[src/mips_mem_pkg.sv]
`default_nettype none

package mips_mem_pkg;

    localparam int xlen       = 32;
    localparam int reg_addr_w = 5;
    localparam logic [xlen-1:0]   reset_pc  = 32'h0000_0000;
    localparam logic [xlen/8-1:0] all_lanes = 4'b1111;

    // Primary opcode field, instruction bits 31:26
    localparam logic [5:0] op_lb  = 6'h20;
    localparam logic [5:0] op_lh  = 6'h21;
    localparam logic [5:0] op_lwl = 6'h22;
    localparam logic [5:0] op_lw  = 6'h23;
    localparam logic [5:0] op_lbu = 6'h24;
    localparam logic [5:0] op_lhu = 6'h25;
    localparam logic [5:0] op_lwr = 6'h26;
    localparam logic [5:0] op_sb  = 6'h28;
    localparam logic [5:0] op_sh  = 6'h29;
    localparam logic [5:0] op_sw  = 6'h2b;
    localparam logic [5:0] op_lui = 6'h0f;

    typedef enum logic [3:0] {
        none, lb, lbu, lh, lhu, lw, lwl, lwr, sb, sh, sw, lui
    } mem_op_e;

    typedef struct packed {
        mem_op_e               op;
        logic [reg_addr_w-1:0] rs;  // Base register
        logic [reg_addr_w-1:0] rt;  // Source or destination
        logic [15:0]           imm;
    } decoded_t;

    typedef struct packed {
        logic [xlen-1:0]   address;     // Word aligned
        logic [xlen/8-1:0] byteenable;  // Bit k is byte address+k
        logic [xlen-1:0]   writedata;   // Byte address+k on bits 8k+7:8k
        logic              read;
        logic              write;
    } bus_req_t;

    typedef enum logic [1:0] {
        fetch, exec1, exec2
    } seq_state_e;

    // Bus lane order to internal big-endian order and back
    function automatic logic [xlen-1:0] swap_bytes(input logic [xlen-1:0] w);
        return {w[7:0], w[15:8], w[23:16], w[31:24]};
    endfunction

    // Same reordering for byte enables
    function automatic logic [xlen/8-1:0] swap_lanes(input logic [xlen/8-1:0] be);
        return {be[0], be[1], be[2], be[3]};
    endfunction

endpackage

`default_nettype wire
[src/ls_core.sv]
`timescale 1ns/10ps
`default_nettype none

module ls_core (
    input  logic                            clk,
    input  logic                            reset,
    output logic [mips_mem_pkg::xlen-1:0]   mem_address,
    output logic [mips_mem_pkg::xlen/8-1:0] mem_byteenable,
    output logic [mips_mem_pkg::xlen-1:0]   mem_writedata,
    output logic                            mem_read,
    output logic                            mem_write,
    input  logic [mips_mem_pkg::xlen-1:0]   mem_readdata,
    input  logic                            waitrequest
);
    import mips_mem_pkg::*;

    bus_req_t        bus_req;
    bus_req_t        data_req;
    decoded_t        dec;
    seq_state_e      state;
    logic [xlen-1:0] instr;
    logic [xlen-1:0] load_word;
    logic [xlen-1:0] rs_data;
    logic [xlen-1:0] rt_data;
    logic [xlen-1:0] wb_data;
    logic            reg_we;

    mem_sequencer u_seq (
        .clk         (clk),
        .reset       (reset),
        .dec         (dec),
        .data_req    (data_req),
        .waitrequest (waitrequest),
        .mem_readdata(mem_readdata),
        .bus_req     (bus_req),
        .instr       (instr),
        .load_word   (load_word),
        .state       (state),
        .reg_we      (reg_we)
    );

    instr_decoder u_dec (
        .instr(instr),
        .dec  (dec)
    );

    load_store u_ls (
        .state    (state),
        .dec      (dec),
        .rs_data  (rs_data),
        .rt_data  (rt_data),
        .load_word(load_word),
        .data_req (data_req),
        .wb_data  (wb_data)
    );

    // Writeback always targets rt
    register_file u_rf (
        .clk    (clk),
        .reset  (reset),
        .rs_addr(dec.rs),
        .rt_addr(dec.rt),
        .rs_data(rs_data),
        .rt_data(rt_data),
        .we     (reg_we),
        .waddr  (dec.rt),
        .wdata  (wb_data)
    );

    assign mem_address    = bus_req.address;
    assign mem_byteenable = bus_req.byteenable;
    assign mem_writedata  = bus_req.writedata;
    assign mem_read       = bus_req.read;
    assign mem_write      = bus_req.write;

endmodule

`default_nettype wire

[src/register_file.sv]
`timescale 1ns/10ps
`default_nettype none

module register_file (
    input  logic                                clk,
    input  logic                                reset,
    input  logic [mips_mem_pkg::reg_addr_w-1:0] rs_addr,
    input  logic [mips_mem_pkg::reg_addr_w-1:0] rt_addr,
    output logic [mips_mem_pkg::xlen-1:0]       rs_data,
    output logic [mips_mem_pkg::xlen-1:0]       rt_data,
    input  logic                                we,
    input  logic [mips_mem_pkg::reg_addr_w-1:0] waddr,
    input  logic [mips_mem_pkg::xlen-1:0]       wdata
);
    import mips_mem_pkg::*;

    localparam int reg_count = 2 ** reg_addr_w;

    logic [xlen-1:0] regs [reg_count];

    always_ff @(posedge clk) begin
        if (reset) begin
            for (int i = 0; i < reg_count; i++) begin
                regs[i] <= '0;
            end
        end else if (we && waddr != '0) begin
            regs[waddr] <= wdata;
        end
    end

    // Combinational reads, r0 hardwired to zero
    always_comb begin
        if (rs_addr == '0) begin
            rs_data = '0;
        end else begin
            rs_data = regs[rs_addr];
        end
    end

    always_comb begin
        if (rt_addr == '0) begin
            rt_data = '0;
        end else begin
            rt_data = regs[rt_addr];
        end
    end

endmodule

`default_nettype wire

[src/mem_sequencer.sv]
`timescale 1ns/10ps
`default_nettype none

module mem_sequencer (
    input  logic                          clk,
    input  logic                          reset,
    input  mips_mem_pkg::decoded_t        dec,
    input  mips_mem_pkg::bus_req_t        data_req,
    input  logic                          waitrequest,
    input  logic [mips_mem_pkg::xlen-1:0] mem_readdata,
    output mips_mem_pkg::bus_req_t        bus_req,
    output logic [mips_mem_pkg::xlen-1:0] instr,
    output logic [mips_mem_pkg::xlen-1:0] load_word,
    output mips_mem_pkg::seq_state_e      state,
    output logic                          reg_we
);
    import mips_mem_pkg::*;

    logic [xlen-1:0] pc;
    logic [xlen-1:0] rdata_int;   // Read data in internal order
    logic            needs_bus;
    logic            writes_reg;
    logic            xfer_done;

    assign rdata_int  = swap_bytes(mem_readdata);
    assign needs_bus  = !(dec.op inside {none, lui});
    assign writes_reg = dec.op inside {lb, lbu, lh, lhu, lw, lwl, lwr, lui};

    // Fetch request or the load/store data phase
    always_comb begin
        case (state)
            fetch: begin
                bus_req = '{
                    address:    pc,
                    byteenable: all_lanes,
                    writedata:  '0,
                    read:       1'b1,
                    write:      1'b0
                };
            end
            exec1: begin
                bus_req = needs_bus ? data_req : '0;
            end
            default: begin
                bus_req = '0;
            end
        endcase
    end

    assign xfer_done = (bus_req.read || bus_req.write) && !waitrequest;

    always_ff @(posedge clk) begin
        if (reset) begin
            state <= fetch;
            pc    <= reset_pc;
        end else begin
            case (state)
                fetch: begin
                    if (xfer_done) begin
                        state <= exec1;
                    end
                end
                exec1: begin
                    if (!needs_bus || xfer_done) begin
                        state <= exec2;
                    end
                end
                default: begin
                    state <= fetch;
                    pc    <= pc + xlen'(4);
                end
            endcase
        end
    end

    always_ff @(posedge clk) begin
        if (state == fetch && xfer_done) begin
            instr <= rdata_int;
        end
        if (state == exec1 && xfer_done && bus_req.read) begin
            load_word <= rdata_int;
        end
    end

    assign reg_we = (state == exec2) && writes_reg && (dec.rt != '0);  // r0 never written

    // Stalled request held until the slave accepts it
    a_req_stable: assert property (@(posedge clk) disable iff (reset)
        (bus_req.read || bus_req.write) && waitrequest |=> $stable(bus_req))
        else $error("bus request changed while waitrequest was high");

endmodule

`default_nettype wire

[src/load_store.sv]
`timescale 1ns/10ps
`default_nettype none

module load_store (
    input  mips_mem_pkg::seq_state_e      state,
    input  mips_mem_pkg::decoded_t        dec,
    input  logic [mips_mem_pkg::xlen-1:0] rs_data,
    input  logic [mips_mem_pkg::xlen-1:0] rt_data,
    input  logic [mips_mem_pkg::xlen-1:0] load_word,  // Internal order
    output mips_mem_pkg::bus_req_t        data_req,
    output logic [mips_mem_pkg::xlen-1:0] wb_data
);
    import mips_mem_pkg::*;

    logic [xlen-1:0]   imm_sext;
    logic [xlen-1:0]   eff_addr;
    logic [1:0]        k;         // Byte offset, byte 0 is the MSB
    logic [4:0]        shl_amt;   // 8*k
    logic [4:0]        shr_amt;   // 8*(3-k)
    logic [xlen/8-1:0] be_int;    // Bit 3 is byte 0
    logic [xlen-1:0]   wdata_int;
    logic [xlen-1:0]   ld_shl;
    logic [xlen-1:0]   keep_lwl;
    logic [xlen-1:0]   keep_lwr;
    logic              is_load;
    logic              is_store;
    logic              is_half;

    assign imm_sext = {{16{dec.imm[15]}}, dec.imm};
    assign eff_addr = rs_data + imm_sext;
    assign k        = eff_addr[1:0];
    assign shl_amt  = {k, 3'b000};
    assign shr_amt  = {~k, 3'b000};

    assign is_load  = dec.op inside {lb, lbu, lh, lhu, lw, lwl, lwr};
    assign is_store = dec.op inside {sb, sh, sw};
    assign is_half  = dec.op inside {lh, lhu, sh};

    // Enables in internal order, swapped to bus lanes below
    always_comb begin
        case (dec.op)
            lb, lbu, sb: begin
                be_int = 4'b1000 >> k;
            end
            lh, lhu, sh: begin
                be_int = 4'b1100 >> k;
            end
            lwl: begin
                be_int = all_lanes >> k;     // Bytes k to 3
            end
            lwr: begin
                be_int = ~(4'b0111 >> k);    // Bytes 0 to k
            end
            lw, sw: begin
                be_int = all_lanes;
            end
            default: begin
                be_int = 4'b0000;
            end
        endcase
    end

    // Store data lined up under the selected bytes
    always_comb begin
        case (dec.op)
            sb: begin
                wdata_int = {rt_data[7:0], 24'h00_0000} >> shl_amt;
            end
            sh: begin
                wdata_int = {rt_data[15:0], 16'h0000} >> shl_amt;
            end
            sw: begin
                wdata_int = rt_data;
            end
            default: begin
                wdata_int = '0;
            end
        endcase
    end

    assign data_req = '{
        address:    {eff_addr[xlen-1:2], 2'b00},
        byteenable: swap_lanes(be_int),
        writedata:  swap_bytes(wdata_int),
        read:       is_load,
        write:      is_store
    };

    // Selected byte or half moved to the top of the word
    assign ld_shl = load_word << shl_amt;

    // Register bits that LWL and LWR leave alone
    assign keep_lwl = rt_data & ~({xlen{1'b1}} << shl_amt);
    assign keep_lwr = rt_data & ~({xlen{1'b1}} >> shr_amt);

    always_comb begin
        case (dec.op)
            lb: begin
                wb_data = {{24{ld_shl[31]}}, ld_shl[31:24]};
            end
            lbu: begin
                wb_data = {24'h00_0000, ld_shl[31:24]};
            end
            lh: begin
                wb_data = {{16{ld_shl[31]}}, ld_shl[31:16]};
            end
            lhu: begin
                wb_data = {16'h0000, ld_shl[31:16]};
            end
            lw: begin
                wb_data = load_word;
            end
            lui: begin
                wb_data = {dec.imm, 16'h0000};
            end
            lwl: begin
                wb_data = ld_shl | keep_lwl;
            end
            lwr: begin
                wb_data = (load_word >> shr_amt) | keep_lwr;
            end
            default: begin
                wb_data = '0;
            end
        endcase
    end

    // Offset comes from register contents, so it is only known here
    always_comb begin
        if (state == exec1) begin
            if (is_half) begin
                assert #0 (k[0] == 1'b0)
                    else $error("halfword access at odd byte offset %0d", k);
            end
        end
    end

endmodule

`default_nettype wire

[src/instr_decoder.sv]
`timescale 1ns/10ps
`default_nettype none

module instr_decoder (
    input  logic [mips_mem_pkg::xlen-1:0] instr,
    output mips_mem_pkg::decoded_t        dec
);
    import mips_mem_pkg::*;

    logic [5:0] opcode;
    mem_op_e    op_sel;

    assign opcode = instr[31:26];

    // Only the memory opcodes and LUI are recognised
    always_comb begin
        case (opcode)
            op_lb: begin
                op_sel = lb;
            end
            op_lbu: begin
                op_sel = lbu;
            end
            op_lh: begin
                op_sel = lh;
            end
            op_lhu: begin
                op_sel = lhu;
            end
            op_lw: begin
                op_sel = lw;
            end
            op_lwl: begin
                op_sel = lwl;
            end
            op_lwr: begin
                op_sel = lwr;
            end
            op_sb: begin
                op_sel = sb;
            end
            op_sh: begin
                op_sel = sh;
            end
            op_sw: begin
                op_sel = sw;
            end
            op_lui: begin
                op_sel = lui;
            end
            default: begin
                op_sel = none;  // Runs as a no-op
            end
        endcase
    end

    // I-type field layout
    assign dec = '{
        op:  op_sel,
        rs:  instr[25:21],
        rt:  instr[20:16],
        imm: instr[15:0]
    };

endmodule

`default_nettype wire

[config.mk]
export PLATFORM = sky130hd
export DESIGN_NAME = ls_core
export DESIGN_NICKNAME = d
export VERILOG_FILES = /design/src/mips_mem_pkg.sv /design/src/ls_core.sv /design/src/register_file.sv /design/src/mem_sequencer.sv /design/src/load_store.sv /design/src/instr_decoder.sv
export SDC_FILE = /design/constraint.sdc
export NUM_CORES = 2
export LEC_CHECK = 0
export ABC_AREA = 1
export BUFFER_PORTS_ARGS = -buffer_cell sky130_fd_sc_hd__buf_2
export CAP_MARGIN = 30
export CELL_PAD_IN_SITES_DETAIL_PLACEMENT = 1
export CELL_PAD_IN_SITES_GLOBAL_PLACEMENT = 2
export CORE_MARGIN = 1.5
export CORE_UTILIZATION = 36
export CTS_CLUSTER_DIAMETER = 120
export CTS_CLUSTER_SIZE = 40
export DETAILED_ROUTE_END_ITERATION = 10
export GPL_ROUTABILITY_DRIVEN = 1
export PLACE_DENSITY = 0.75
export SYNTH_ARGS = -nofsm -noshare
export SYNTH_HDL_FRONTEND = slang
export SYNTH_SLANG_ARGS = --single-unit
[constraint.sdc]
create_clock -name clk -period 4.44 [get_ports clk]
set_input_delay 0.222 -clock clk [delete_from_list [all_inputs] [get_ports clk]]
set_output_delay 0.222 -clock clk [all_outputs]
set_load 0.01 [all_outputs]
## After elaboration in Yosys (flattened, before gate mapping)

Memories as Yosys holds them, arrays and structs flattened. A register that Yosys moved wholly into a read port is not among the register bits.
Index checks and enable logic that the tools add are counted.

- Add/sub/neg operators: 2
- Equal/unequal tests: 26
- Shift operators: 10
- Mux-type cells: 21
- Bitwise logic cells: 8
- Reduce and logical (&&, ||, !) cells: 25

Operators with widths:

| operator | count |
|---|---|
| 32-bit case mux with 8 select lines | 1 |
| 70-bit case mux with 2 select lines | 1 |
| 32-bit 2-to-1 mux | 3 |
| 32-bit case mux with 3 select lines | 1 |
| 32-bit by 5-bit >> shifter with 32-bit output | 3 |
| 70-bit 2-to-1 mux | 1 |
| 32-bit AND | 2 |
| 32-bit inverter | 2 |
| 32-bit OR | 2 |
| 6-bit == test (second input constant) | 10 |
| 4-bit case mux with 11 select lines | 1 |
| 32-bit by 3-bit adder with 32-bit output (second input constant) | 1 |
| 32-bit adder | 1 |
| 32-bit OR reduction | 1 |
| 32-bit by 5-bit left shift with 32-bit output | 1 |
| 32-bit by 5-bit left shift with 32-bit output (first input constant) | 1 |
| 32-bit by 5-bit >> shifter with 32-bit output (first input constant) | 1 |
| 4-bit case mux with 5 select lines | 1 |
| 4-bit by 3-bit == test with 1-bit output (second input constant) | 4 |
| 4-bit == test (second input constant) | 4 |
| 5-bit 2-to-1 mux | 3 |
| 4-bit by 2-bit >> shifter with 4-bit output (first input constant) | 3 |
| 5-bit zero test | 2 |
| 4-bit by 2-bit == test with 1-bit output (second input constant) | 2 |
| 25 further kinds | 40 |

- Flip-flop bits (word level): 98
- RAM bits: 1024
- Bits of input ports: 35
- Output and inout bits: 70
- Logic and storage cells: 97
- Memories: 1

Memory list:

| name | depth | bits a word | rd ports | clocked after Yosys merged registers in | wr ports | line | text |
|---|---|---|---|---|---|---|---|
| u_rf.regs | 32 | 32 | 2 | 2 | 32 | register_file.sv:19 | `logic [xlen-1:0] regs [reg_count];` |

## Logic depth before layout (Yosys ltp)

- Depth after elaboration: 13
- Depth in mapped cells: 27

## Hierarchy

From an unflattened synthesis, not the netlist that was laid out.

- Cell total of the unflattened synthesis: 8849
- Area, all modules: 66297.3 um2

Modules (own cells, without submodules):

| module | times used | cells an instance | area each (um2) | sequential area each (um2) |
|---|---|---|---|---|
| register_file | 1 | 7255 | 56579.3 | 30749.5 |
| load_store | 1 | 1040 | 4904.7 | 0.0 |
| mem_sequencer | 1 | 485 | 4424.2 | 2562.5 |
| instr_decoder | 1 | 69 | 389.1 | 0.0 |

## Least setup slack after synthesis

No wires, ideal clock.

- Path kind: flip-flop to output port
- Start point: register with a tool-made name
- End point: output port mem_writedata[5] in the netlist's numbering
- Data arrival time: 4.070 ns
- Path slack: 0.148 ns
- Cell stages (with the launch flop): 20
- Buffers on the path: 10
- Cell sequence: dfxtp_1 -> buf_2 -> buf_2 -> buf_2 -> buf_4 -> buf_2 -> buf_1 -> nor2_1 -> o221ai_1 -> nand3_1 -> a31oi_1 -> ha_1 -> fa_1 -> clkbuf_1 -> buf_2 -> buf_1 -> nor2_1 -> clkbuf_1 -> nand4_1 -> a21oi_1

RTL lines:

| what | line | text |
|---|---|---|
| end: declaration | ls_core.sv:9 | `output logic [mips_mem_pkg::xlen-1:0] mem_writedata,` |

==> flow_summary.ini <==
[outcome]
outcome = finished, violations left
violations = negative setup slack

[sta]
finalWorstSetupSlack_ps = -337
relSlewSlack_pct = 6.35
finalSetupTns_ps = -8790
final.min_clock_period_ps = 4780
setup_violations = 88
grt_setup_unrepaired = true
tightestPinTransition_ps = 1400
drv_slew = 0
period_share_pct = 108
fin_hold_ws_ps = 229
timing.fmax_ghz = 0.209
skew_ps = 57.2
hold_viol = 0

[route]
vias = 65200
dr.pass1.iters = 6
ant_nets = 0
drc = 0
wirelength_microns = 326000
viasPerCell = 6.00
initialDrtViolationCount = 7596
wire_per_inst_microns = 30.1

[synthesis]
synth_ff_type = edfxtp_1
ys_types = 55
avgSynthCellArea_sq_um = 8.19
syn_inst = 8105
ys_ff_latch = 1130
syn_area_sq_um = 66400
async_reset_ff_share_pct = 0
yosysWarnings = 0
yosysSeqAreaShare_pct = 50.5
synth_edf_count = 1088

[worst_setup_path]
crit_path_start_kind = register
required_ps = 4220
crit_type = register to output pin
crit_path_end_kind = output pin
worst_ep_arrival_time_ps = 4560
worst-path-max-fanout = 8

[finish]
syn_to_final_growth_pct = 20.7
fillers = 21300
nets = 8421
drive_above_1_share_pct = 18.0
layout_common_cells = nand2_1, edfxtp_1, nor2_1
fin_area_sq_um = 80200
layout_commonest_cell = nand2_1

[clock_tree]
max-clock-path-buffers = 3
root_buffer = clkbuf_16
cts_buffers = 39
cts.clk_slew.worst_paths_ps = 140
numClockSinks = 1130
htreeDepth = 2
cts_tree = yes
worstSkewPairLatency_ps = 740

[die]
start_util_pct = 36.2
die_h_microns = 433
die-area_sq_um = 187000
core_sq_um = 183000
io_pins = 105
die_x_microns = 433
rows = 157

[power_and_ir_drop]
sw_frac_of_total_pct = 37.8
pwr-share-seq_pct = 43.2
clkPwrFrac_pct = 19.9
ir_drop_mv = 0.393
comb_power_share_pct = 36.9
power_switching_mw = 10.8
p_leak_nw = 32.7
internal_power_mw = 17.7
p_per_area_nw_per_um2 = 356

[place]
dpl-instance-area_sq_um = 72800
hpwl_microns = 202000
numPortBuffers = 102
gp_congestion = 0.939
detailedPlace.worstSlack_ps = -469

[global_route]
grt_use_total_pct = 33.4
antenna_found_initial = 10
grt_pass1_vias = 64600
grt_first_pass_wirelength_microns = 458000
gr-total-overflow = 0
grt_max_degree = 81

[run]
maxCapViolations = 0

[hold_path]
hp-class = input pin to register
[state kept, by name, indices dropped and copies added (netlist names), named ones only]
register         count
u_rf.regs         1024
u_seq.instr         32
u_seq.load_word     32
u_seq.pc            30
u_seq.state          2
[routing by layer]
metal	share of wire (%)	vias up	global-route usage, %
li1	-	28200	-
met1	41	33200	45.2
met2	46	3208	53.5
met3	8.9	512	5.55
met4	4.1	0	12.7
met5	0	-	0
[cells in the mapped netlist (6+ instances only)]
library cell / number / area (sq um)
o221ai_1: 249 / 2180
inv_1: 655 / 2460
a31oi_1: 33 / 206
ha_1: 32 / 400
clkbuf_1: 308 / 1160
a21oi_2: 108 / 946
nor3_1: 36 / 180
buf_4: 21 / 158
nand2_1: 1795 / 6740
nand3_1: 789 / 3950
clkinv_1: 8 / 30.0
a32o_1: 6 / 60.1
edfxtp_1: 1088 / 32700
o211ai_1: 30 / 225
o31ai_1: 18 / 135
xnor2_1: 12 / 105
a21oi_1: 420 / 2100
o22ai_1: 78 / 488
o21ai_0: 795 / 3980
nand4_1: 58 / 363
a22oi_1: 13 / 97.6
nor4_1: 6 / 37.5
dfxtp_1: 42 / 841
a21o_1: 6 / 45.0
buf_6: 31 / 349
buf_2: 280 / 1400
inv_2: 36 / 135
buf_1: 44 / 165
nor2_2: 19 / 119
nor2_4: 33 / 372
nor2_1: 987 / 3700
xor2_1: 15 / 131
a221oi_1: 13 / 114
[kinds of logic (layout without fill, tap and decap cells)]
family | Yosys count | count (layout) | share of synthesized area (%)
AOI/OAI and AO/OA | 1790 | 1790 | 16.2
xor gates and xnor gates | 27 | 27 | 0.356
adders and majority gates | 33 | 33 | 0.633
buffers and inverters | 1385 | 1627 | 8.83
DFF | 1130 | 1130 | 50.5
other | 1 | 43 | 0.00565
and+or+nand+nor | 3739 | 3739 | 23.5
[final timing paths]
path / to / startpoint / cells after the start / slack (ps)
worst min-delay path: u_seq.load_word[26] / mem_readdata[2] / 2 / 230
worst min register to register: register / u_seq.instr[25] / 2 / 490
worst max-delay path: mem_address[19] / register / 22 / -340
worst max register to register: u_rf.regs[29][0] / register / 23 / -40
[timing repair]
item                       4_1_cts  5_1_grt
hold endpoints to repair        91        0
setup endpoints to repair      626     1048
gates cloned                    32       31
hold buffers                    34        0
buffers inserted                40       76
pin swaps                       30      176
gates resized for setup        260      514
[worst max-delay path: stages (launching register included)]
cell and delay, ps:
dfxtp_4 430, buf_12 170, buf_12 140, buf_12 150, buf_16 170, clkbuf_16 180, buf_4 130, o21ai_1 120
o221ai_1 150, a31oi_2 320, a21oi_4 100, buf_6 140, ha_4 290, nand2_2 80, nor2_2 120, inv_1 70
buf_4 140, nor3_2 150, nand4_1 110, nand3_1 130, xnor2_1 180, o22ai_1 140, buf_2 190
[per-stage QoR]
step	util (%)	power, mW	cells
final	43.8	28.5	10900
after global routing	43.7	29.4	10800
after CTS	41.9	27.1	10700
after detailed placement	39.7	20.8	10600
after global placement	39.7	20.7	10600
after floorplan	-	16.6	8138
[final cells by class]
cell class | instances | area, sq um | area share (%)
Sequential cell | 1130 | 33500 | 41.8
Multi-Input combinational cell | 5623 | 29400 | 36.7
Timing Repair Buffer | 857 | 10100 | 12.5
Tap cell | 2464 | 3080 | 3.84
Inverter | 700 | 2700 | 3.36
Clock buffer | 44 | 1040 | 1.29
Clock inverter | 24 | 292 | 0.364
Antenna cell | 9 | 22.5 | 0.0281
Timing Repair inverter | 2 | 17.5 | 0.0218
[power by group through the flow]
stage	registers, mW	clock network (mW)	logic [mW]
finish	12.3	5.68	10.5
global route	12.4	6.00	11.0
CTS	12.3	5.75	9.07
detailed placement	12.5	0	8.25
global placement	12.5	0	8.16
floorplan	12.4	0	4.17
Power figures use the tool's default switching activity.
